**config.mk**
```make
export PLATFORM = sky130hd
export DESIGN_NAME = axi_st_d64_slave_concat
export DESIGN_NICKNAME = d
export VERILOG_FILES = /design/src/ll_link_pkg.sv /design/src/axi_st_pkg.sv /design/src/axi_st_d64_slave_concat.sv
export SDC_FILE = /design/constraint.sdc
export NUM_CORES = 1
export LEC_CHECK = 0
export BUFFER_PORTS_ARGS = -buffer_cell sky130_fd_sc_hd__buf_2
export CORE_AREA = 2 2 92 94
export CTS_BUF_LIST = sky130_fd_sc_hd__clkbuf_4 sky130_fd_sc_hd__clkbuf_8 sky130_fd_sc_hd__clkbuf_16
export DETAILED_ROUTE_END_ITERATION = 8
export DIE_AREA = 0 0 94 96
export PLACE_DENSITY = 0.69
export SYNTH_ARGS = -nofsm -noshare
export SYNTH_HDL_FRONTEND = slang
export SYNTH_SLANG_ARGS = --single-unit
export TNS_END_PERCENT = 30
```
**constraint.sdc**
```tcl
create_clock -name clk_wr -period 1.05 [get_ports clk_wr]
set_input_delay 0.0525 -clock clk_wr [delete_from_list [all_inputs] [get_ports clk_wr]]
set_output_delay 0.0525 -clock clk_wr [all_outputs]
set_load 0.01 [all_outputs]
```
**src/ll_link_pkg.sv**
```systemverilog
/*
  Link-layer definitions for the chiplet AXI-stream receive path.
  Holds the PHY word bit layouts for gen1 and gen2, the auto-sync
  state encoding and the receive debug status word. Compile before
  any module that imports it.
*/
`default_nettype none

package ll_link_pkg;

  //////////////////////////////////////////////////////////////////////
  // PHY word geometry

  localparam int LL_PHY_W      = 80;
  // Stream entry plus push bit
  localparam int LL_PAYLOAD_W  = 74;
  localparam int LL_PUSH_BIT   = 73;
  // Credit return on the transmit word, same in both layouts
  localparam int LL_CREDIT_BIT = 0;

  // Gen2: payload packed from bit 0, user bits at the top
  localparam int GEN2_STB_BIT  = 78;
  localparam int GEN2_MRK_BIT  = 79;

  // Gen1: payload split around the strobe and marker
  localparam int GEN1_LO_W     = 38;
  localparam int GEN1_STB_BIT  = 38;
  localparam int GEN1_MRK_BIT  = 39;
  localparam int GEN1_HI_LSB   = 40;
  localparam int GEN1_HI_W     = LL_PAYLOAD_W - GEN1_LO_W;

  //////////////////////////////////////////////////////////////////////
  // Auto-sync and debug

  // Link bring-up sequence
  typedef enum logic [1:0] {
    SYNC_IDLE    = 2'd0,
    SYNC_TX_WAIT = 2'd1,
    SYNC_RX_WAIT = 2'd2,
    SYNC_ONLINE  = 2'd3
  } sync_state_t;

  // Receive debug word, msb first
  typedef struct packed {
    sync_state_t sync_state;   // [31:30]
    logic [4:0]  reserved;     // [29:25]
    logic        overflow;     // [24] sticky
    logic [15:0] push_count;   // [23:8] wraps
    logic [7:0]  occupancy;    // [7:0]
  } rx_debug_t;

endpackage

`default_nettype wire

```
**src/axi_st_pkg.sv**
```systemverilog
/*
  AXI-stream beat definition for the 64-bit user port.
  The same 73-bit beat is the FIFO entry, the PHY payload
  and the registered user beat.
*/
`default_nettype none

package axi_st_pkg;

  localparam int ST_KEEP_W = 8;
  localparam int ST_DATA_W = 64;

  // Field order sets the PHY bit order, tlast lands in bit 0
  typedef struct packed {
    logic [ST_KEEP_W-1:0] tkeep;
    logic [ST_DATA_W-1:0] tdata;
    logic                 tlast;
  } st_beat_t;

  // 73 bits
  localparam int ST_BEAT_W = $bits(st_beat_t);

endpackage

`default_nettype wire

```
**src/axi_st_d64_slave_concat.sv**
```systemverilog
/*
  PHY word packing for the stream slave. Unpacks the registered receive
  word into a stream entry and push bit, and packs the credit, strobe
  and marker into the registered transmit word. m_gen2_mode picks the
  gen2 or the gen1 bit layout.
*/
`timescale 1ns/1ps
`default_nettype none

module axi_st_d64_slave_concat (
  input  logic                             clk_wr,
  input  logic                             reset,
  input  logic                             m_gen2_mode,
  input  logic                             tx_online,
  input  logic                             tx_st_credit,
  input  logic                             tx_stb_userbit,
  input  logic                             tx_mrk_userbit,
  input  logic [ll_link_pkg::LL_PHY_W-1:0] rx_phy0,
  output logic [ll_link_pkg::LL_PHY_W-1:0] tx_phy0,
  output axi_st_pkg::st_beat_t             rx_st_data,
  output logic                             rx_st_pushbit
);
  import ll_link_pkg::*;
  import axi_st_pkg::*;

  logic [LL_PAYLOAD_W-1:0] rx_payload;
  logic [LL_PHY_W-1:0]     tx_word;

  //////////////////////////////////////////////////////////////////////
  // Receive unpack

  // Gen1 payload skips the strobe and marker at 38 and 39
  always_comb begin
    if (m_gen2_mode) begin
      rx_payload = rx_phy0[LL_PAYLOAD_W-1:0];
    end else begin
      rx_payload = {rx_phy0[GEN1_HI_LSB +: GEN1_HI_W], rx_phy0[GEN1_LO_W-1:0]};
    end
  end

  // Entry is payload only
  always_ff @(posedge clk_wr) begin
    rx_st_data <= st_beat_t'(rx_payload[ST_BEAT_W-1:0]);
  end

  always_ff @(posedge clk_wr) begin
    if (reset) begin
      rx_st_pushbit <= 1'b0;
    end else begin
      rx_st_pushbit <= rx_payload[LL_PUSH_BIT];
    end
  end

  //////////////////////////////////////////////////////////////////////
  // Transmit pack

  // No tx data path, all other bits stay 0
  always_comb begin
    tx_word                = '0;
    tx_word[LL_CREDIT_BIT] = tx_st_credit && tx_online;
    if (m_gen2_mode) begin
      tx_word[GEN2_STB_BIT] = tx_stb_userbit;
      tx_word[GEN2_MRK_BIT] = tx_mrk_userbit;
    end else begin
      tx_word[GEN1_STB_BIT] = tx_stb_userbit;
      tx_word[GEN1_MRK_BIT] = tx_mrk_userbit;
    end
  end

  always_ff @(posedge clk_wr) begin
    if (reset) begin
      tx_phy0 <= '0;
    end else begin
      tx_phy0 <= tx_word;
    end
  end

endmodule

`default_nettype wire

```
# Yosys cells after proc, flatten, opt, wreduce, memory -nomap -nowiden
# Cells that the tools add are included.
[classes] n_reduce_logical=3 n_mux=1 n_bitwise=1
[ops] cell="$mux W74" count=1
[ops] cell="$reduce_or A2 Y1" count=2
[ops] cell="$logic_and A1 B1 Y1" count=1
[ops] cell="$not A1 Y1" count=1
[totals] output_inout_bits=154 ff_bits=154 input_bits=87 wordCells=13

# Depth between registers and ports, before layout
[logic_depth] depth_word=2 ltp_mapped=3 depth_no_buf=2

# Worst setup path before layout
# OpenSTA, ideal clock, no wires.
[synth_path] path_kind="input to register" start="in m_gen2_mode" end="reg rx_st_data[38] in the netlist's numbering" path_stages=2 arrival_time_ps=483 setup_slack_ps=446 path_cell_list="buf_6 -> mux2_2"
[synth_between] elab_chain_len=1
[synth_rtl] element="start: declaration" line="axi_st_d64_slave_concat.sv:13" source="input logic m_gen2_mode,"
[synth_rtl] element="$mux W74" line="axi_st_d64_slave_concat.sv:34" source="if (m_gen2_mode) begin"
[synth_rtl] element="via rx_payload[38]" line="axi_st_d64_slave_concat.sv:26" source="logic [LL_PAYLOAD_W-1:0] rx_payload;"
[synth_rtl] element="end signal: assignment" line="axi_st_d64_slave_concat.sv:43" source="rx_st_data <= st_beat_t'(rx_payload[ST_BEAT_W-1:0]);"
[synth_rtl] element="end: declaration" line="axi_st_d64_slave_concat.sv:20" source="output axi_st_pkg::st_beat_t rx_st_data,"
# The timed path passes the listed nets, and every way through them passes these cells.
# A chain may end at the register's enable or synchronous reset.

# Final worst setup path
[layout_path] start="reg rx_st_data[28] in the netlist's numbering" end="out rx_st_data[28] in the netlist's numbering"
# No word-level cell between the ends.

==> out/results.ini <==
[yosys]
synth-seq-cells=79
avgSynthCellArea_um2=13.1
ys_seq_area_share_pct=59.9
synth_cell_types=10
netlist_top_cells_area=dfxtp_1 (60%), buf_4 (21%), mux2_2 (15%)
synthCells=202
yosysWarningCount=0
yosysTopAreaCell=dfxtp_1
synth_area_um2=2640
synth_top_area_share_pct=59.9

[final_layout]
syn_to_final_growth_pct=63.7
final_area_um2=4320
nFillCells=646
post-route-util_pct=53.7
n_antenna_cell=0
drive_gt1_share_pct=46.8
final_nets=539

[timing]
fin_crit_sh_pct=80.8
drv_slew=0
rsz0062_at_grt=no
fin_tns_setup_ps=0
finalHoldViolations=0
setup_violations=0
min_period_ps=849
timing.fmax_mhz=1180
fin_ws_ps=201
whs_ps=157

[setup_path]
critPathTopFamily=flip-flops
crit_path_start_kind=register
cp_slowest_cell=dfxtp_1
worst-path-max-fanout=1
path_buf_inv=1
endpoint_kind=primary output
slowest_delay_ps=330
critPathRequiredTime_ps=1000
worstPathCellList=buf_2
critPathKind=register to primary output
cp.arrival_ps=800

[pwr]
p_per_area_nw_per_um2=1560
peakVddDrop_v=0.000591
p_leak_nw=2.18

[clock_tree]
cts-root-buf=clkbuf_8
post_cts_buffers=0
tritoncts=yes
cts_sinks=79
ctsHtreeMaxLevel=3
clkSlewWorstSetupHoldPaths_ps=90
clock_path_buffers=2
cts_buffers=9

[routing]
drtPass1Iterations=4
final_antenna_net_count=0
drt-initial-drc-count=28
dr_total_vias=2118
drc=0
wl_per_cell_um=13.0
vias_per_cell=3.77
routed_wirelength_um=7310

[global_route]
grt_pass1_vias=2107
grt_overflow=0
grt_pass1_wl_um=10300
grt_max_degree=24
antenna_found_initial=0
track_usage_pct=15.1

[floorplanning]
start_util_pct=32.8
core-area_um2=8050
die_height_um=96
rows=33
dieArea_um2=9020
io_pins=241
die_w_um=94

[placed_design]
place_area_um2=3290
dp_hpwl_um=4630
dpl_worst_slack_ps=185
io_buffers=161
gp_congestion=0.664

[run_status]
status=finished, final reports clean

[job]
maxCapViolCount=0

[hold_path]
hp-class=input port to register

stage by stage:
stage,instances,total power [mW]
finish,562,6.72
global placement,465,4.05
floorplan,276,3.89
detailed placement,465,4.07
global route,562,7.06
CTS,562,6.79
worst paths after layout:
kind	from	end	slack [ps]	cells past startpoint
worst max-delay path	rx_st_data[28]	rx_st_data[28]	200	1
worst min-delay path	m_gen2_mode	tx_phy0[38]	160	3
registers in the layout, indices dropped and copies added (netlist names):
register,flops
rx_st_data,73
rx_st_pushbit,1
tx_phy0,5
what timing repair did:
action	in CTS	in global routing
hold buffers	81	0
resized for setup	0	0
hold endpoints to repair	79	0
logic make-up after synthesis:
kind of cell | synth area share, %
buffers and inverters | 23.0
DFF | 59.9
muxes | 15.3
other | 0.142
and+or+nand+nor | 1.66
power breakdown:
group | leakage [nW] | switching [mW] | internal [mW]
clock network | 0.107 | 1.09 | 1.38
logic | 1.41 | 0.475 | 0.546
registers | 0.665 | 0.0472 | 3.19
total | 2.18 | 1.61 | 5.12
synthesized netlist by cell type:
cell type  instances
mux2_2            35
mux2i_1            1
and3b_1            2
dfxtp_1           79
conb_1             1
buf_6              4
nand2_1            1
buf_4             75
nor2_1             2
nor3b_1            2
layout by cell type, fill, tap and decap left out:
cell type      count
bufinv_16          2
nor3b_1            2
and3b_1            2
nand2_1            1
clkinvlp_4         2
buf_12             2
mux2_2            35
clkbuf_4           1
buf_2            161
inv_6              2
dlygate4sd3_1     81
clkbuf_8           9
dfxtp_1           79
mux2i_1            1
conb_1            75
nor2_1             2
final cells by class:
class	count	area, um^2	area share, %
flip-flops and latches	79	1580	36.6
clock buffers	10	131	3.04
repair buffers	244	1660	38.3
multi-input cells	118	729	16.9
clock inverters	6	92.6	2.14
well taps	105	131	3.04
metal layers:
layer	vias to the layer above	part of all wire (%)	wire [um]	GRT usage, %
met1	968	33	2410	13.1
met4	0	1.9	141	5.80
met3	13	9.7	713	6.11
li1	1000	-	-	-
met2	137	55	4050	30.5
met5	-	0	0	0
No activity file was read; power rests on OpenSTA's default activity.
