## src/axi_st_pkg.sv

```systemverilog
/*
  AXI-stream beat definition for the 64-bit user port.
  The same 73-bit beat is the FIFO entry, the PHY payload
  and the registered user beat.
*/
`default_nettype none

package axi_st_pkg;

  localparam int ST_KEEP_W = 8;
  localparam int ST_DATA_W = 64;

  // Field order sets the PHY bit order, tlast lands in bit 0
  typedef struct packed {
    logic [ST_KEEP_W-1:0] tkeep;
    logic [ST_DATA_W-1:0] tdata;
    logic                 tlast;
  } st_beat_t;

  // 73 bits
  localparam int ST_BEAT_W = $bits(st_beat_t);

endpackage

`default_nettype wire

```

## src/axi_st_d64_slave_name.sv

```systemverilog
/*
  User-side output register. Takes the FIFO head whenever the register
  is empty or its beat is being accepted, and drives the AXI-stream
  tkeep, tdata, tlast and tvalid ports from it.
*/
`timescale 1ns/1ps
`default_nettype none

module axi_st_d64_slave_name (
  input  logic                                clk_wr,
  input  logic                                reset,
  input  logic                                user_st_vld,
  input  axi_st_pkg::st_beat_t                rxfifo_st_data,
  input  logic                                user_tready,
  output logic                                user_st_ready,
  output logic [axi_st_pkg::ST_KEEP_W-1:0]    user_tkeep,
  output logic [axi_st_pkg::ST_DATA_W-1:0]    user_tdata,
  output logic                                user_tlast,
  output logic                                user_tvalid
);
  import axi_st_pkg::*;

  st_beat_t beat_q;
  logic     valid_q;
  logic     load;

  // Free slot now or drained this cycle
  assign user_st_ready = !valid_q || user_tready;
  assign load          = user_st_vld && user_st_ready;

  always_ff @(posedge clk_wr) begin
    if (reset) begin
      valid_q <= 1'b0;
    end else if (load) begin
      valid_q <= 1'b1;
    end else if (user_tready) begin
      valid_q <= 1'b0;
    end
  end

  always_ff @(posedge clk_wr) begin
    if (load) begin
      beat_q <= rxfifo_st_data;
    end
  end

  assign user_tvalid = valid_q;
  assign user_tkeep  = beat_q.tkeep;
  assign user_tdata  = beat_q.tdata;
  assign user_tlast  = beat_q.tlast;

  // Stalled beat holds until accepted
  a_beat_stable : assert property (
    @(posedge clk_wr) disable iff (reset)
    user_tvalid && !user_tready |=> user_tvalid && $stable({user_tkeep, user_tdata, user_tlast})
  ) else $error("axi_st_d64_slave_name: beat changed while stalled");

endmodule

`default_nettype wire

```

## config.mk

```make
export PLATFORM = sky130hd
export DESIGN_NAME = axi_st_d64_slave_name
export DESIGN_NICKNAME = d
export VERILOG_FILES = /design/src/axi_st_pkg.sv /design/src/axi_st_d64_slave_name.sv
export SDC_FILE = /design/constraint.sdc
export NUM_CORES = 1
export LEC_CHECK = 0
export BUFFER_PORTS_ARGS = -buffer_cell sky130_fd_sc_hd__clkbuf_2
export CAP_MARGIN = 10
export CELL_PAD_IN_SITES_DETAIL_PLACEMENT = 1
export CELL_PAD_IN_SITES_GLOBAL_PLACEMENT = 1
export CORE_MARGIN = 1
export CORE_UTILIZATION = 32
export CTS_CLUSTER_SIZE = 25
export DETAILED_ROUTE_END_ITERATION = 8
export PLACE_DENSITY = 0.86
export SYNTH_ARGS = -nofsm -noshare
export SYNTH_HDL_FRONTEND = slang
export SYNTH_SLANG_ARGS = --single-unit
export TNS_END_PERCENT = 5
```

## constraint.sdc

```tcl
create_clock -name clk_wr -period 1.8 [get_ports clk_wr]
set_input_delay 0 -clock clk_wr [delete_from_list [all_inputs] [get_ports clk_wr]]
set_output_delay 0 -clock clk_wr [all_outputs]
set_load 0.02 [all_outputs]
```

* After elaboration in Yosys (flattened, before gate mapping)
Index checks and enable logic that the tools add are counted.
** Storage, ports and cells
- Output and inout bits :: 75
- Memories :: 0
- Register bits :: 74
- Bits in latches :: 0
- ROM bits :: 0
- RAM bits :: 0
- Bits of input ports :: 77
** Cells by class
- Eq/ne operators :: 0
- Reductions and logical operators :: 4
- $add $sub $neg :: 0
- Bitwise gates (word level) :: 0
- Div/mod/pow operators :: 0
- Shifts and indexed selects :: 0
- Order comparisons :: 0
- Multiplexer cells :: 2
- $mul :: 0
** Operator list (count)
- 2-to-1 mux 1 bit :: 2
- nonzero test 2 bit :: 1
- logical AND 1 bit :: 1
- logical NOT 1 bit :: 1
- logical OR 1 bit :: 1

* Depth between registers and ports, before layout
- Word-level depth :: 4
- Depth in mapped cells :: 2
- Gate-level depth less buffers :: 2

* Worst setup path after synthesis
No wires, ideal clock.
- Path kind :: reg2reg
- Start :: register valid_q, in the netlist user_tvalid
- End :: register beat_q (netlist bit user_tdata[0]), enable pin
- Buffers on the path :: 0
- Arrival time :: 1.145 ns
- Clock period less this slack :: 1.525 ns
- Setup slack :: 0.275 ns
- Cell stages (with the launch flop) :: 3
- Cells stage by stage :: dfxtp_1 -> nand2b_4 -> and2_4
** Between the ends
- Word-level cells in the longest chain between the ends :: 3
** Ends and longest elaborated chain
- start, declared :: RTL line axi_st_d64_slave_name.sv:24 : logic valid_q;
- start signal, assigned :: RTL line axi_st_d64_slave_name.sv:33 : valid_q <= 1'b0;
- start signal, assigned :: RTL line axi_st_d64_slave_name.sv:35 : valid_q <= 1'b1;
- start signal, assigned :: RTL line axi_st_d64_slave_name.sv:37 : valid_q <= 1'b0;
- logical NOT 1 bit :: RTL line axi_st_d64_slave_name.sv:28 : assign user_st_ready = !valid_q || user_tready;
- logical OR 1 bit :: RTL line axi_st_d64_slave_name.sv:28
- via user_st_ready :: RTL line axi_st_d64_slave_name.sv:15 : output logic user_st_ready,
- logical AND 1 bit :: RTL line axi_st_d64_slave_name.sv:29 : assign load = user_st_vld && user_st_ready;
- via load :: RTL line axi_st_d64_slave_name.sv:25 : logic load;
- end signal, assigned :: RTL line axi_st_d64_slave_name.sv:43 : beat_q <= rxfifo_st_data;
- end, declared :: RTL line axi_st_d64_slave_name.sv:23 : st_beat_t beat_q;
The timed path passes the listed nets, and every way through them passes these cells.
A chain may end at the register's enable or synchronous reset.

* Worst setup path after layout
- Start :: register valid_q, in the netlist user_tvalid
- End :: register beat_q (netlist bit user_tkeep[4]), enable pin
** Between the ends
- Word-level cells in the longest chain between the ends :: 3
** Ends and longest elaborated chain (RTL line)
- logical NOT 1 bit :: axi_st_d64_slave_name.sv:28
- logical OR 1 bit :: axi_st_d64_slave_name.sv:28
- logical AND 1 bit :: axi_st_d64_slave_name.sv:29
- via load :: axi_st_d64_slave_name.sv:25
The timed path passes the listed nets, and every way through them passes these cells.

==> results.tsv <==
stage	metric	value	unit
cts	cts-resized-gates	0	
sta	tightest_slew	0.497	ns
sta	layout_setup_ws	0.437	ns
synthesis	netlist_area	2250	sq um
power	power.internal	0.00317	W
power	cellPowerDensity	990	nW/um^2
die	std_cell_rows	30	
die	fp.dieW	85.8	um
cts	cts_hold_buf	75	
min_path	hold_class	input pin to flip-flop	
flow_run	maxCapViolCount	0	
synthesis	post_synth.cell_area_avg	28.8	sq um
global_routing	grt_start_max_net_pins	39	
die	core-area	6790	sq um
synthesis	seq_area_frac_synth	98.4	%
die	boundaryPins	152	
final_layout	final_nets	394	
sta	fmax	734	MHz
run_status	status	finished clean	
synthesis	syn-instance-count	78	
critical_path	cp_data_required_time	1.78	ns
critical_path	criticalPathCategory	flip-flop to flip-flop	
sta	fin_setup_tns	0	ns
power	peakVddDrop	0.000573	V
sta	setup_viol	0	
sta	slew-limit-headroom	66.9	%
cts	clkSinkCount	74	
global_routing	grt-busiest-layer	met2	
power	clockPowerShare	37.9	%
detailed_routing	vias_per_cell	4.08	
synthesis	ys_ff_latch	74	
cts	h-tree-depth	3	
power	seq_power_share	50.1	%
detailed_routing	drtPass1Iterations	4	
detailed_routing	via_count	1706	
detailed_routing	drt-wirelength-per-cell	16.6	um
final_layout	area_growth	83.9	%
cts	cts_tree	built	
sta	fin_crit	1.36	ns
detailed_routing	ant_nets	0	
critical_path	worst_setup_path_end_kind	flip-flop	
detailed_routing	drt_iter0_drc	74	
global_routing	grt_use_met2	39.7	%
sta	finalCritPeriodShare	75.7	%
cts	clkLatencyLatePin	0.34	ns
critical_path	crit_fanout	38	
global_routing	gr-usage-met3	6.35	%
placed_design	port-buffer-count	151	
cts	cts_buffers	9	
global_routing	grt_pass1_wl	10000	um
cts	postCtsSetupBuffers	0	
power	switching_power	0.000920	W
sta	rsz0062_at_grt	no	
placed_design	post-place-ws	0.454	ns
sta	finalMaxSlewViolations	0	
die	dieArea	7360	sq um
cts	clockBufferDepth	2	
global_routing	met1_usage	17.1	%
die	die_h	85.8	um
critical_path	crit_slowest_cell	buf_4	
power	power_switching_share	22.5	%
sta	whs	0.363	ns
global_routing	antenna_found_initial	0	
global_routing	grt-ovfl-total	0	
sta	skew	0.00595	ns
critical_path	critPathArrivalTime	1.34	ns
final_layout	drive_gt1_share	53.1	%
placed_design	routabilityCongestion	0.706	
power	leakagePower	1.80	nW
global_routing	track_usage	19.4	%
synthesis	synth_cell_types	6	
global_routing	grt_pass1_vias	1970	
power	pwr-share-comb	12.0	%
final_layout	diodes	0	
die	start_util	33.1	%
detailed_routing	drt-total-wl	6950	um
cts	clk_pin_slew	0.08	ns
critical_path	startpoint_type	flip-flop	
sta	hold_viol_final	0	
critical_path	crit_path_cell_trace	nand2b_4 > and2_4 > buf_4	
synthesis	ys_warn_count	0	
synthesis	syn_nets	155	
critical_path	cpPeakStageDelay	0.42	ns
cts	root_buffer	clkbuf_8	
detailed_routing	drc_errors	0	
[through the flow]
stage | instance area [sq um] | std cells | power [W] | utilization (%)
2_1_floorplan | 2250 | 78 | 0.00224 | -
3_3_place_gp | 3140 | 327 | 0.00242 | 46.2
3_5_place_dp | 3140 | 327 | 0.00244 | 46.2
4_1_cts | 4130 | 418 | 0.00410 | 60.8
5_1_grt | 4130 | 418 | 0.00423 | 60.8
6_report | 4130 | 418 | 0.00409 | 60.8
[worst max-delay path: cells and delay by family (launching register included)]
| kind | cells | cell delay [ns] |
|---|---|---|
| buf+inv | 1 | 0.42 |
| flops | 1 | 0.34 |
| simple gates | 2 | 0.23 |
[Yosys cell counts]
library cell	count	area share (%)
nand2b_4	1	0.61
inv_1	1	0.17
dfxtp_1	1	0.89
and2_4	1	0.39
edfxtp_1	73	98
a21oi_2	1	0.39
[placed cells by master (no fill, tap or decap)]
master / instances
bufinv_16: 3
edfxtp_1: 73
clkbuf_8: 9
and2_4: 1
buf_4: 2
inv_1: 1
nand2b_4: 1
clkbuf_2: 151
dfxtp_1: 1
dlygate4sd3_1: 75
clkinv_4: 2
clkinvlp_4: 1
a21oi_2: 1
clkbuf_1: 1
[state kept, by name, indices dropped and copies added (netlist names)]
name and cells:
user_tlast 1, user_tvalid 1, user_tdata 64, user_tkeep 8
[metal layers]
layer,share of wire [%],vias up
met3,7.1,10
li1,-,791
met1,33,813
met2,59,92
met4,1.4,0
met5,0,-
[cells by family after synthesis]
kind of cell | share of synthesized area [%]
DFF | 98.4
and+or+nand+nor | 1.00
AOI/OAI and AO/OA | 0.390
buffers and inverters | 0.167
[final timing paths]
path | depth (start not counted) | end | startpoint | slack (ns)
min reg2reg | 3 | user_tvalid$_SDFFE_PP0P_ | user_tvalid$_SDFFE_PP0P_ | 1.07
max | 3 | user_tkeep[4]$_DFFE_PP_ | user_tvalid$_SDFFE_PP0P_ | 0.44
max reg2reg | 3 | user_tkeep[4]$_DFFE_PP_ | user_tvalid$_SDFFE_PP0P_ | 0.44
min | 3 | user_tdata[36]$_DFFE_PP_ | user_st_vld | 0.36
[power groups by stage]
stage	clock, W	combinational [W]	sequential (W)
after global routing	0.00166	0.000521	0.00206
after global placement	0	0.000344	0.00207
after CTS	0.00157	0.000487	0.00205
after floorplan	0	0.0000368	0.00221
final	0.00155	0.000491	0.00205
after detailed placement	0	0.000356	0.00208
[area by class of cell]
| class | count | area (sq um) |
|---|---|---|
| Multi-Input combinational cell | 3 | 31.3 |
| Clock inverter | 6 | 115 |
| Timing Repair Buffer | 228 | 1520 |
| Clock buffer | 10 | 128 |
| Tap cell | 96 | 120 |
| Inverter | 1 | 3.75 |
| Sequential cell | 74 | 2210 |
| Fill cell | 655 | 2660 |
Power figures use the tool's default switching activity.
