$ cat config.mk
export PLATFORM = sky130hd
export DESIGN_NAME = ll_auto_sync
export DESIGN_NICKNAME = d
export VERILOG_FILES = /design/src/ll_link_pkg.sv /design/src/ll_auto_sync.sv
export SDC_FILE = /design/constraint.sdc
export NUM_CORES = 1
export LEC_CHECK = 0
export BUFFER_PORTS_ARGS = -buffer_cell sky130_fd_sc_hd__buf_2
export CAP_MARGIN = 15
export CORE_MARGIN = 5
export CORE_UTILIZATION = 50
export DETAILED_ROUTE_END_ITERATION = 10
export PLACE_DENSITY = 0.75
export SLEW_MARGIN = 30
export SYNTH_ARGS = -nofsm -noshare
export SYNTH_HDL_FRONTEND = slang
export SYNTH_SLANG_ARGS = --single-unit
$ cat constraint.sdc
create_clock -name clk_wr -period 3.1 [get_ports clk_wr]
set_clock_uncertainty 0.2 [all_clocks]
set_input_delay 0.465 -clock clk_wr [delete_from_list [all_inputs] [get_ports clk_wr]]
set_output_delay 0.465 -clock clk_wr [all_outputs]
set_load 0.02 [all_outputs]
$ cat src/ll_link_pkg.sv
/*
  Link-layer definitions for the chiplet AXI-stream receive path.
  Holds the PHY word bit layouts for gen1 and gen2, the auto-sync
  state encoding and the receive debug status word. Compile before
  any module that imports it.
*/
`default_nettype none

package ll_link_pkg;

  //////////////////////////////////////////////////////////////////////
  // PHY word geometry

  localparam int LL_PHY_W      = 80;
  // Stream entry plus push bit
  localparam int LL_PAYLOAD_W  = 74;
  localparam int LL_PUSH_BIT   = 73;
  // Credit return on the transmit word, same in both layouts
  localparam int LL_CREDIT_BIT = 0;

  // Gen2: payload packed from bit 0, user bits at the top
  localparam int GEN2_STB_BIT  = 78;
  localparam int GEN2_MRK_BIT  = 79;

  // Gen1: payload split around the strobe and marker
  localparam int GEN1_LO_W     = 38;
  localparam int GEN1_STB_BIT  = 38;
  localparam int GEN1_MRK_BIT  = 39;
  localparam int GEN1_HI_LSB   = 40;
  localparam int GEN1_HI_W     = LL_PAYLOAD_W - GEN1_LO_W;

  //////////////////////////////////////////////////////////////////////
  // Auto-sync and debug

  // Link bring-up sequence
  typedef enum logic [1:0] {
    SYNC_IDLE    = 2'd0,
    SYNC_TX_WAIT = 2'd1,
    SYNC_RX_WAIT = 2'd2,
    SYNC_ONLINE  = 2'd3
  } sync_state_t;

  // Receive debug word, msb first
  typedef struct packed {
    sync_state_t sync_state;   // [31:30]
    logic [4:0]  reserved;     // [29:25]
    logic        overflow;     // [24] sticky
    logic [15:0] push_count;   // [23:8] wraps
    logic [7:0]  occupancy;    // [7:0]
  } rx_debug_t;

endpackage

`default_nettype wire

$ cat src/ll_auto_sync.sv
/*
  Link bring-up sequencer. Delays tx_online by delay_x_value cycles
  and rx_online by a further delay_y_value cycles, and drives the
  strobe and marker user bits during the sync window, i.e. while
  tx_online is up but tx_online_delay is not yet.
*/
`timescale 1ns/1ps
`default_nettype none

module ll_auto_sync (
  input  logic                     clk_wr,
  input  logic                     reset,
  input  logic                     tx_online,
  input  logic                     rx_online,
  input  logic [15:0]              delay_x_value,
  input  logic [15:0]              delay_y_value,
  input  logic [15:0]              delay_z_value,
  input  logic                     tx_mrk_userbit,
  input  logic                     tx_stb_userbit,
  output logic                     tx_online_delay,
  output logic                     rx_online_delay,
  output logic                     tx_auto_mrk_userbit,
  output logic                     tx_auto_stb_userbit,
  output ll_link_pkg::sync_state_t sync_state
);
  import ll_link_pkg::*;

  sync_state_t state_q;
  sync_state_t state_d;
  logic [15:0] dly_cnt_q;
  logic [15:0] dly_cnt_d;
  logic [15:0] stb_cnt_q;
  logic        sync_window;

  //////////////////////////////////////////////////////////////////////
  // Online FSM

  // One counter, reused for the tx and the rx wait
  always_comb begin
    state_d   = state_q;
    dly_cnt_d = dly_cnt_q;
    case (state_q)
      SYNC_IDLE, SYNC_TX_WAIT: begin
        if (!tx_online) begin
          state_d   = SYNC_IDLE;
          dly_cnt_d = '0;
        end else if (dly_cnt_q >= delay_x_value) begin
          state_d   = SYNC_RX_WAIT;
          dly_cnt_d = '0;
        end else begin
          state_d   = SYNC_TX_WAIT;
          dly_cnt_d = dly_cnt_q + 16'd1;
        end
      end
      SYNC_RX_WAIT: begin
        if (!tx_online) begin
          state_d   = SYNC_IDLE;
          dly_cnt_d = '0;
        end else if (!rx_online) begin
          // Restart the rx delay whenever rx drops
          dly_cnt_d = '0;
        end else if (dly_cnt_q >= delay_y_value) begin
          state_d   = SYNC_ONLINE;
          dly_cnt_d = '0;
        end else begin
          dly_cnt_d = dly_cnt_q + 16'd1;
        end
      end
      SYNC_ONLINE: begin
        dly_cnt_d = '0;
        if (!tx_online) begin
          state_d = SYNC_IDLE;
        end else if (!rx_online) begin
          state_d = SYNC_RX_WAIT;
        end
      end
      default: begin
        state_d   = SYNC_IDLE;
        dly_cnt_d = '0;
      end
    endcase
  end

  always_ff @(posedge clk_wr) begin
    if (reset) begin
      state_q   <= SYNC_IDLE;
      dly_cnt_q <= '0;
    end else begin
      state_q   <= state_d;
      dly_cnt_q <= dly_cnt_d;
    end
  end

  assign tx_online_delay = (state_q == SYNC_RX_WAIT) || (state_q == SYNC_ONLINE);
  assign rx_online_delay = (state_q == SYNC_ONLINE);
  assign sync_state      = state_q;

  //////////////////////////////////////////////////////////////////////
  // Sync window user bits

  assign sync_window = tx_online && !tx_online_delay;

  // Strobe period counter, 0 .. delay_z_value-1
  always_ff @(posedge clk_wr) begin
    if (reset) begin
      stb_cnt_q <= '0;
    end else if (!sync_window) begin
      stb_cnt_q <= '0;
    end else if (stb_cnt_q + 16'd1 >= delay_z_value) begin
      stb_cnt_q <= '0;
    end else begin
      stb_cnt_q <= stb_cnt_q + 16'd1;
    end
  end

  // First window cycle carries a strobe
  assign tx_auto_stb_userbit = sync_window && tx_stb_userbit && (stb_cnt_q == '0);
  assign tx_auto_mrk_userbit = sync_window && tx_mrk_userbit;

  // Receive side never comes up ahead of transmit
  a_rx_after_tx : assert property (
    @(posedge clk_wr) disable iff (reset) rx_online_delay |-> tx_online_delay
  ) else $error("ll_auto_sync: rx_online_delay high with tx_online_delay low");

endmodule

`default_nettype wire

# ---- Word level (Yosys, flattened, before mapping)
# Cells that the tools add are included.
dict set report op_classes {
  bitwise 1
  n_addsub 2
  n_mux 14
  n_eq_ne 6
  magnitude_cmp 3
  reduce_logical 11
}
# cell count
set op_table {}
lappend op_table {{$mux 16} 5}
lappend op_table {{$ge 16x16->1} 3}
lappend op_table {{$pmux 16 s3} 1}
lappend op_table {{$add 16x1->16 const B} 2}
lappend op_table {{$logic_not 16->1} 1}
lappend op_table {{$mux 2} 7}
lappend op_table {{$ne 3x3->1 const B} 3}
lappend op_table {{$pmux 2 s3} 1}
lappend op_table {{$eq 2x2->1 const B} 2}
lappend op_table {{$logic_and 1x1->1} 4}
lappend op_table {{$reduce_and 3->1} 1}
lappend op_table {{$reduce_or 3->1} 1}
lappend op_table {{$eq 2x1->1 const B} 1}
lappend op_table {{$logic_not 2->1} 1}
lappend op_table {{$reduce_or 2->1} 1}
lappend op_table {{$logic_not 1->1} 1}
lappend op_table {{$logic_or 1x1->1} 1}
lappend op_table {{$not 1->1} 1}
dict set report word_totals {
  output_inout_bits 6
  word_cells 40
  ff_bits 34
}

# ---- Longest topological paths before layout
# Gate-level depths: netlist of the first run.
dict set report logic_depth {
  word_depth 6
  mapped_depth 12
  depth_no_buf 10
}

# ---- Least setup slack after synthesis of the first run
# Ideal clock, no wire load.
dict set report synth_timing {
  path_kind {register to register}
  startpoint {register stb_cnt_q[2]}
  endpoint {register stb_cnt_q[12]}
  arrival_ps 2182
  period_less_slack_ps 2507
  slack_ps 593
  stages_incl_launch_ff 11
  setup_time_ps 125
  path_cell_list {dfxtp_1 -> nand4_1 -> nor2_1 -> nand2_1 -> xnor2_1 -> ha_1 -> nand4_1 -> or3_1 -> a31oi_2 -> buf_4 -> nor3b_1}
}
dict set report synth_between {
  elab_chain_cells 3
}
# item line
set synth_rtl {}
lappend synth_rtl {{start, declared} ll_auto_sync.sv:32} ;# logic [15:0] stb_cnt_q;
lappend synth_rtl {{start signal, assigned} ll_auto_sync.sv:112} ;# stb_cnt_q <= stb_cnt_q + 16'd1;
lappend synth_rtl {{$add 16x1->16 *} {ll_auto_sync.sv:109, ll_auto_sync.sv:112}}
lappend synth_rtl {{$ge 16x16->1} ll_auto_sync.sv:109} ;# end else if (stb_cnt_q + 16'd1 >= delay_z_value) begin
lappend synth_rtl {{$reduce_or 3->1 (no source line)} --}
# Every way passes the cells marked *; elsewhere a longest branch is shown, timed or not.
# A chain may end at the register's enable or synchronous reset.

# ---- Worst setup path after layout of the first run
dict set report layout_timing {
  startpoint {register stb_cnt_q[3]}
  endpoint {register stb_cnt_q[12]}
}
# Same word-level chain as after synthesis.

==> results of run 1 <==
[where the power goes]
part	total, mW	internal, mW	switching (mW)
sequential	0.444	0.440	0.00379
combinational	0.127	0.0654	0.0620
clock	0.412	0.257	0.155
[metrics by stage]
stage	utilization (%)	setup slack, ns	instance area, um^2	power, mW	hold slack (ns)
final	60.5	0.415	3350	0.984	0.272
after global routing	60.5	0.149	3350	1.04	0.291
after CTS	60.5	0.406	3350	0.997	0.261
after detailed placement	58.5	0.436	3240	0.582	0.273
after global placement	58.5	0.438	3240	0.577	0.276
after floorplan	-	0.593	2880	0.528	0.239
[registers in the layout (all words and copies together) (netlist names)]
| signal | cells |
|---|---|
| sync_state | 2 |
| stb_cnt_q | 16 |
| dly_cnt_q | 16 |
[cells in the mapped netlist (all sizes together)]
cell type	number
nand2	19
and2	1
dfxtp	34
nor2	14
nor3	5
o2111ai	1
or4b	1
clkbuf	1
a21boi	1
a2111oi	1
or3	1
o211a	2
ha	51
o21a	3
nand2b	3
and4	4
nor4	4
and3	2
xnor2	15
nor2b	3
nor3b	15
o211ai	4
xor2	13
a21o	2
a31oi	2
inv	50
a211oi	3
and3b	1
a21oi	26
nand3	16
o21ai	11
nor4b	4
a31o	1
o31a	1
or4	1
buf	5
a211o	2
nand4	10
[tightest hold or removal path, cell delays in order]
cell and delay [ns]:
buf_2 0.10, nor2b_1 0.06, o21a_1 0.09
[logic make-up (layout without fill, tap and decap cells)]
| family | Yosys count | after routing | synth area share (%) |
|---|---|---|---|
| AOI/OAI and AO/OA | 60 | 60 | 15.6 |
| xor gates and xnor gates | 28 | 28 | 8.51 |
| adders and majority gates | 51 | 51 | 22.1 |
| buffers and inverters | 56 | 119 | 8.20 |
| DFF | 34 | 34 | 23.6 |
| and+or+nand+nor | 104 | 104 | 22.0 |
[cell type report]
cell class                 instances  area (um^2)
multi-input combinational        243         1970
timing repair buffer              62          318
clock buffer                       6         82.6
inverter                          50          188
clock inverter                     1         30.0
fill                             525         2190
tap                               72         90.1
sequential                        34          681
[cells in the final DEF (no fill, tap or decap), types with 4 or more instances in the layout]
master / Yosys / final
nand3_1: 15 / 15
nand2_1: 18 / 18
dfxtp_1: 34 / 34
ha_1: 51 / 51
o21ai_0: 9 / 9
nand4_1: 9 / 9
buf_2: 2 / 59
nor4b_1: 4 / 4
nor2_1: 14 / 14
nor3b_1: 14 / 14
a21oi_2: 10 / 10
clkbuf_8: 0 / 6
nor3_1: 4 / 4
inv_1: 50 / 50
a21oi_1: 16 / 16
xor2_1: 13 / 13
xnor2_1: 15 / 15
and4_1: 4 / 4
[layer usage]
layer / track usage [%] / up-vias / part of all wire [%]
li1: - / 1304 / -
met1: 22.6 / 1111 / 48
met2: 28.2 / 53 / 46
met3: 4.51 / 10 / 5.1
met4: 5.32 / 0 / 1.5
met5: 0 / - / 0
[path summary, 6_finish.rpt]
path                                    from             to  slack (ns)  depth (start not counted)
worst max-delay path            stb_cnt_q[3]  stb_cnt_q[12]        0.42                         11
worst min-delay path                   reset  sync_state[1]        0.27                          3
worst max register to register  stb_cnt_q[3]  stb_cnt_q[12]        0.42                         11
worst min register to register  dly_cnt_q[0]   dly_cnt_q[0]        0.28                          1
==> metrics.csv, run 1 <==
metric,value,unit
outcome,completed,
"Hold-fix buffers, CTS",0,
CTS tree,done,
Synth-to-Final Area Change,16.4,%
WL/cell,12.8,um
DIE WIDTH,85.9,um
Routed Antenna Nets,0,
Antenna Cells,0,
synthesized cell area,0.00288,mm^2
critical path class,reg -> reg,
fin crit period,2.68,ns
fin cells,468,
Worst Path Buf+Inv,1,
Yosys warning count,0,
"Clk pin slew, worst setup/hold paths",0.07,ns
critical path's top delay family,simple AND/OR/NAND/NOR gates,
worst slew pin tran,0.622,ns
die area,0.00738,mm^2
Worst path max stage delay,0.43,ns
Synth cell types,54,
crit path max fanout,16,
largest net degree at the start of global routing,17,
Nets,501,
Residual DRC,0,
Leakage Power,1.68,nW
clk_lat worst skew,0.28,ns
gpl congestion,0.830,
1st-iter DRT viols,110,
Setup-failing EPs final,0,
Mapped Avg Cell Area,8.66,um^2
# clock sinks,34,
Num CTS Buffers,5,
Min-Delay Path Class,in -> reg,
"Slew Viols, Final",0,
pwr/cell area,293,mW/mm^2
Area contributors post-synth,"dfxtp_1, ha_1, inv_1",
Buffers on Ports,59,
"Seq/Total Area, Yosys",23.6,%
data required time of the critical path,3.10,ns
vias per inst,5.29,
gr usage total,17.4,%
vias in the first global route,2461,
"Cell Chain, Critical Path",nand4_1 -> nor2_1 -> nand4_1 -> xnor2_1 -> ha_1 -> a21oi_1 -> nor2_1 -> o21ai_0 -> nand3_1 -> buf_4 -> nor3b_1,
synthesized instance count,333,
drt pass-1 iters,4,
final hold vios,0,
floorplan row count,27,
Post-CTS Resized,0,
chip height,85.9,um
RSZ-0062 raised after global routing,no,
Ports,60,
Setup TNS,0,ns
Max IR drop VDD,0.193,mV
crit end category,register,
worst rel slew slack,58.3,%
share of the synthesized area in the top cell type,23.6,%
Worst Path Arrival,2.68,ns
clk buf depth,2,
kind of start point of the critical path,register,
initial antenna violation count,0,
first-pass GRT wire length,10700,um
post-synthesis sequential element count,34,
gr ovfl total,0,
DR vias,2478,
Max Clock Freq,372,MHz
placed cell count,461,
"slowest stage cell, crit path",dfxtp_1,
Synth area leader,dfxtp_1,
Starting Density,52.0,%
Tcrit/Tclk final,86.6,%
max-capacitance violation count,0,
Core Region,0.00554,mm^2
post-CTS setup buffers,0,
CTS root buf,clkbuf_8,
routed wire length,6010,um
Final HPWL DP,4980,um
syn nets,438,
layout cells sized above 1,24.0,%
CTS HTree Levels,2,
Note: power is estimated with default switching activity, not from simulation.
==> run 2: changes to the inputs <==
PLACE_DENSITY = 0.78   (was 0.75)
clock period = 2.3 ns   (was 3.1 ns; I/O delays follow)
==> run 2 against run 1 <==
Against the previous run: fmax is 5.5% higher; setup slack worse by 0.66 ns; sequential cell count stayed put; the run now ends with setup timing left; non-clock buffer count is 32 higher; die area stayed put; via count is 6.3% higher.
==> metrics.csv, run 2 (same netlist as run 1, synthesis figures left out) <==
metric,value,unit
1st-iter DRT viols,76,
# clock sinks,34,
CTS root buf,clkbuf_8,
reg-to-reg endpoint,stb_cnt_q[2],
drt pass-1 iters,4,
Int Pwr,0.932,mW
Setup-failing EPs final,17,
Routed Antenna Nets,0,
final hold vios,0,
Min-Delay Path Class,in -> reg,
placed cell count,488,
"Clk pin slew, worst setup/hold paths",0.07,ns
gr ovfl total,0,
DR vias,2633,
Fin Hold WS,0.143,ns
worst slew pin tran,0.380,ns
"most common cell after layout, fill and taps aside",buf_2,
RSZ-0062 raised after global routing,yes,
Max IR drop VDD,0.267,mV
worst reg2reg path depth,10,
floorplan row count,27,
Num CTS Buffers,5,
Final Worst Setup Slack,-0.245,ns
kind of start point of the critical path,register,
WL/cell,13.6,um
vias per inst,5.26,
Tcrit/Tclk final,111,%
crit path max fanout,11,
Buffers on Ports,59,
failing checks,setup timing,
vias in the first global route,2625,
worst slack at placement,-0.305,ns
Design Power,1.25,mW
CTS HTree Levels,2,
sw frac,25.6,%
Worst Path Arrival,2.54,ns
Starting Density,52.0,%
worst rel slew slack,74.3,%
Residual DRC,0,
first-pass GRT wire length,11600,um
"Slew Viols, Final",0,
initial antenna violation count,0,
most frequent cells in the layout,"buf_2, inv_1, ha_1",
chip height,85.9,um
Final HPWL DP,5390,um
Leakage Power,1.89,nW
Layout Utilization,67.4,%
gr usage total,19.1,%
DIE WIDTH,85.9,um
Critical path origin,stb_cnt_q[8],
launching point of the worst reg2reg path,stb_cnt_q[8],
Nets,533,
clk_lat worst skew,0.29,ns
largest net degree at the start of global routing,18,
max-capacitance violation count,0,
Reg2Reg Setup Slack,-0.25,ns
die area,0.00738,mm^2
fin crit period,2.55,ns
crit end category,register,
fin cells,501,
outcome,"complete, but fails checks",
Seq pwr share,47.7,%
data required time of the critical path,2.30,ns
critical path class,reg -> reg,
last element of the critical path,stb_cnt_q[2],
Antenna Cells,0,
clock share of power,37.3,%
Core Region,0.00554,mm^2
CTS tree,done,
Ports,60,
Max Clock Freq,393,MHz
clk buf depth,2,
Logic pwr share,15.0,%
Synth-to-Final Area Change,29.5,%
pwr/cell area,336,mW/mm^2
Switching Power,0.321,mW
gpl congestion,0.879,
routed wire length,6790,um
layout cells sized above 1,36.4,%
-- run 2: cell types whose count changed in the layout (fill, tap and decap cells not counted), moves of 3 or more --
| cell | delta |
|---|---|
| nor3b_2 | +7 |
| dfxtp_2 | +10 |
| buf_12 | +3 |
| nor3b_1 | -7 |
| buf_4 | +28 |
| dfxtp_1 | -10 |
-- run 2: power groups by stage --
stage,combinational (mW),clock [mW],sequential (mW)
after floorplan,0.103,0,0.612
after global placement,0.177,0,0.611
after detailed placement,0.184,0,0.611
after CTS,0.188,0.468,0.598
after global routing,0.216,0.496,0.598
final,0.188,0.467,0.598
-- run 2: layer usage --
layer	global-route usage (%)	vias to the layer above	wire, um	share of wire (%)
met3	3.36	11	300	4.4
met4	5.76	0	99	1.5
met5	0	-	0	0
li1	-	1362	-	-
met1	24.5	1213	3130	46
met2	32.7	47	3260	48
-- run 2: worst min path at each step --
stage	startpoint	endpoint	slack (ns)	depth (start not counted)
after CTS	reset	sync_state[1]	0.14	3
after global placement	dly_cnt_q[0]	dly_cnt_q[0]	0.27	1
after detailed placement	dly_cnt_q[0]	dly_cnt_q[0]	0.26	1
final	reset	sync_state[1]	0.14	3
after floorplan	dly_cnt_q[0]	dly_cnt_q[0]	0.24	1
after global routing	reset	sync_state[1]	0.18	3
-- run 2: final cells by class --
class | instances | area (um^2)
Clock buffer | 7 | 86.3
Clock inverter | 1 | 5.00
Fill cell | 459 | 1810
Inverter | 50 | 188
Multi-Input combinational cell | 243 | 2070
Sequential cell | 34 | 693
Tap cell | 72 | 90.1
Timing Repair Buffer | 94 | 606
-- run 2: timing repair --
action	CTS	global route
resized for setup	18	6
hold buffers	0	0
pin swaps	9	4
setup buffers	4	1
endpoints found under the setup margin	22	28
-- run 2: per-stage QoR --
step           setup TNS (ns)  instance area (um^2)
2_1_floorplan          -0.504                  2930
3_3_place_gp            -2.60                  3500
3_5_place_dp            -5.22                  3500
4_1_cts                 -2.81                  3700
5_1_grt                 -6.16                  3730
6_report                -3.75                  3730
-- run 2: worst max-delay path, stage by stage (launching register included) --
cell	delay, ns
dfxtp_2	0.36
nand4_1	0.17
nor4_2	0.32
xor2_1	0.26
ha_1	0.30
a21oi_2	0.14
nor2b_1	0.06
o21ai_1	0.16
nand3_2	0.12
buf_6	0.17
nor3b_1	0.18
==> run 3: changes to the inputs <==
PLACE_DENSITY = 0.75   (was 0.78)
RECOVER_POWER = 50   (was unset)
clock period = 2.7 ns   (was 2.3 ns; I/O delays follow)
==> run 3 against run 2 <==
Against the previous run: the run now ends clean; hold slack gained 0.080 ns; final cell count shrank 4.4%; final area shrank 5.5%; total power shrank 19%; setup slack gained 0.25 ns; critical endpoint is now stb_cnt_q[9]; first-iteration DRC count grew 45%; critical path depth grew 2; register-to-register slack gained 0.25 ns; sequential power shrank 15%; largest power group unchanged; utilization shrank 3.7 points; global-route usage shrank 1.9 points.
==> metrics.csv, run 3 (same netlist as run 1, synthesis figures left out) <==
metric,value,unit
# clock sinks,34,
Antenna Cells,0,
worst slew pin tran,0.586,ns
chip height,85.9,um
Starting Density,52.0,%
CTS HTree Levels,2,
gpl congestion,0.876,
gr ovfl total,0,
Fin Hold WS,0.223,ns
vias in the first global route,2429,
Num CTS Buffers,5,
Final HPWL DP,4990,um
Core Region,0.00554,mm^2
RSZ-0062 raised after global routing,yes,
final hold vios,0,
Leakage Power,1.73,nW
outcome,completed,
largest net degree at the start of global routing,17,
floorplan row count,27,
WL/cell,13.7,um
worst reg2reg path depth,12,
most frequent cells in the layout,"buf_2, inv_1, ha_1",
drt pass-1 iters,4,
Nets,512,
hold worst-path end,sync_state[1],
fin cells,479,
Setup-failing EPs final,0,
crit path max fanout,8,
max-capacitance violation count,0,
DR vias,2559,
gr usage total,17.2,%
DIE WIDTH,85.9,um
CTS tree,done,
"most common cell after layout, fill and taps aside",buf_2,
"Slew Viols, Final",0,
clk_lat worst skew,0.28,ns
routed wire length,6570,um
Worst Hold Launch,reset,
data required time of the critical path,2.68,ns
reg-to-reg endpoint,stb_cnt_q[9],
Routed Antenna Nets,0,
Max IR drop VDD,0.246,mV
die area,0.00738,mm^2
critical path class,reg -> reg,
launching point of the worst reg2reg path,stb_cnt_q[4],
1st-iter DRT viols,110,
placed cell count,464,
"Clk pin slew, worst setup/hold paths",0.07,ns
worst rel slew slack,60.8,%
layout cells sized above 1,29.7,%
CTS root buf,clkbuf_8,
worst hold path depth,3,
Critical path origin,stb_cnt_q[4],
clk buf depth,2,
kind of start point of the critical path,register,
Worst Path Arrival,2.68,ns
Setup TNS,0,ns
initial antenna violation count,0,
crit end category,register,
Buffers on Ports,59,
fin crit period,2.70,ns
Synth-to-Final Area Change,22.4,%
first-pass GRT wire length,10500,um
pwr/cell area,286,mW/mm^2
vias per inst,5.34,
Residual DRC,0,
Ports,60,
"Hold-fix buffers, CTS",0,
Reg2Reg Setup Slack,0.004,ns
Max Clock Freq,371,MHz
Tcrit/Tclk final,99.9,%
Min-Delay Path Class,in -> reg,
[run 3: cell count changes in the layout (fill, tap and decap cells not counted), sizes merged]
cell    before  now
clkinv       1    0
clkbuf       7   12
buf         94   68
[run 3: critical path: stages, from the launching register on]
cell     delay (ns)
dfxtp_4        0.37
nand4_1        0.16
nor2_2         0.22
buf_4          0.14
nand3_1        0.09
xnor2_1        0.21
ha_1           0.32
nand2_1        0.11
nor2_1         0.05
o21ai_1        0.17
nand3_2        0.14
buf_6          0.18
nor3b_1        0.25
[run 3: repair_timing]
action / in CTS / in global routing
endpoints found under the setup margin: 0 / 16
buffers inserted: 0 / 6
gates resized for setup: 0 / 40
[run 3: worst max path at each step]
stage	to	cells past startpoint
after floorplan	stb_cnt_q[12]	10
after global placement	stb_cnt_q[9]	11
after detailed placement	stb_cnt_q[13]	10
after CTS	stb_cnt_q[11]	11
after global routing	stb_cnt_q[9]	12
final	stb_cnt_q[9]	12
[run 3: cell type report]
class	count	area [um^2]
tap	72	90.1
timing repair buffer	73	437
multi-input combinational	243	2040
fill	503	2010
clock buffer	7	76.3
sequential	34	701
inverter	50	188
[run 3: where the power goes]
group | internal (mW) | switching, mW
Clock | 0.178 | 0.178
Sequential | 0.501 | 0.00461
Combinational | 0.0747 | 0.0735
[run 3: metrics by stage]
| stage | cell area, um^2 | total power [mW] | worst slack (ns) | utilization, % |
|---|---|---|---|---|
| final | 3530 | 1.01 | 0.00388 | 63.7 |
| after global routing | 3530 | 1.06 | -0.171 | 63.7 |
| after CTS | 3350 | 1.02 | 0.0408 | 60.5 |
| after detailed placement | 3280 | 0.667 | 0.0581 | 59.1 |
| after global placement | 3280 | 0.663 | 0.0954 | 59.1 |
| after floorplan | 2880 | 0.606 | 0.193 | - |
[run 3: routing by layer]
layer	share of wire (%)	up-vias	global-route usage, %
met2	47	69	29.3
met1	46	1157	22.2
met4	0.85	0	4.75
met5	0	-	0
met3	5.9	8	3.07
li1	-	1325	-
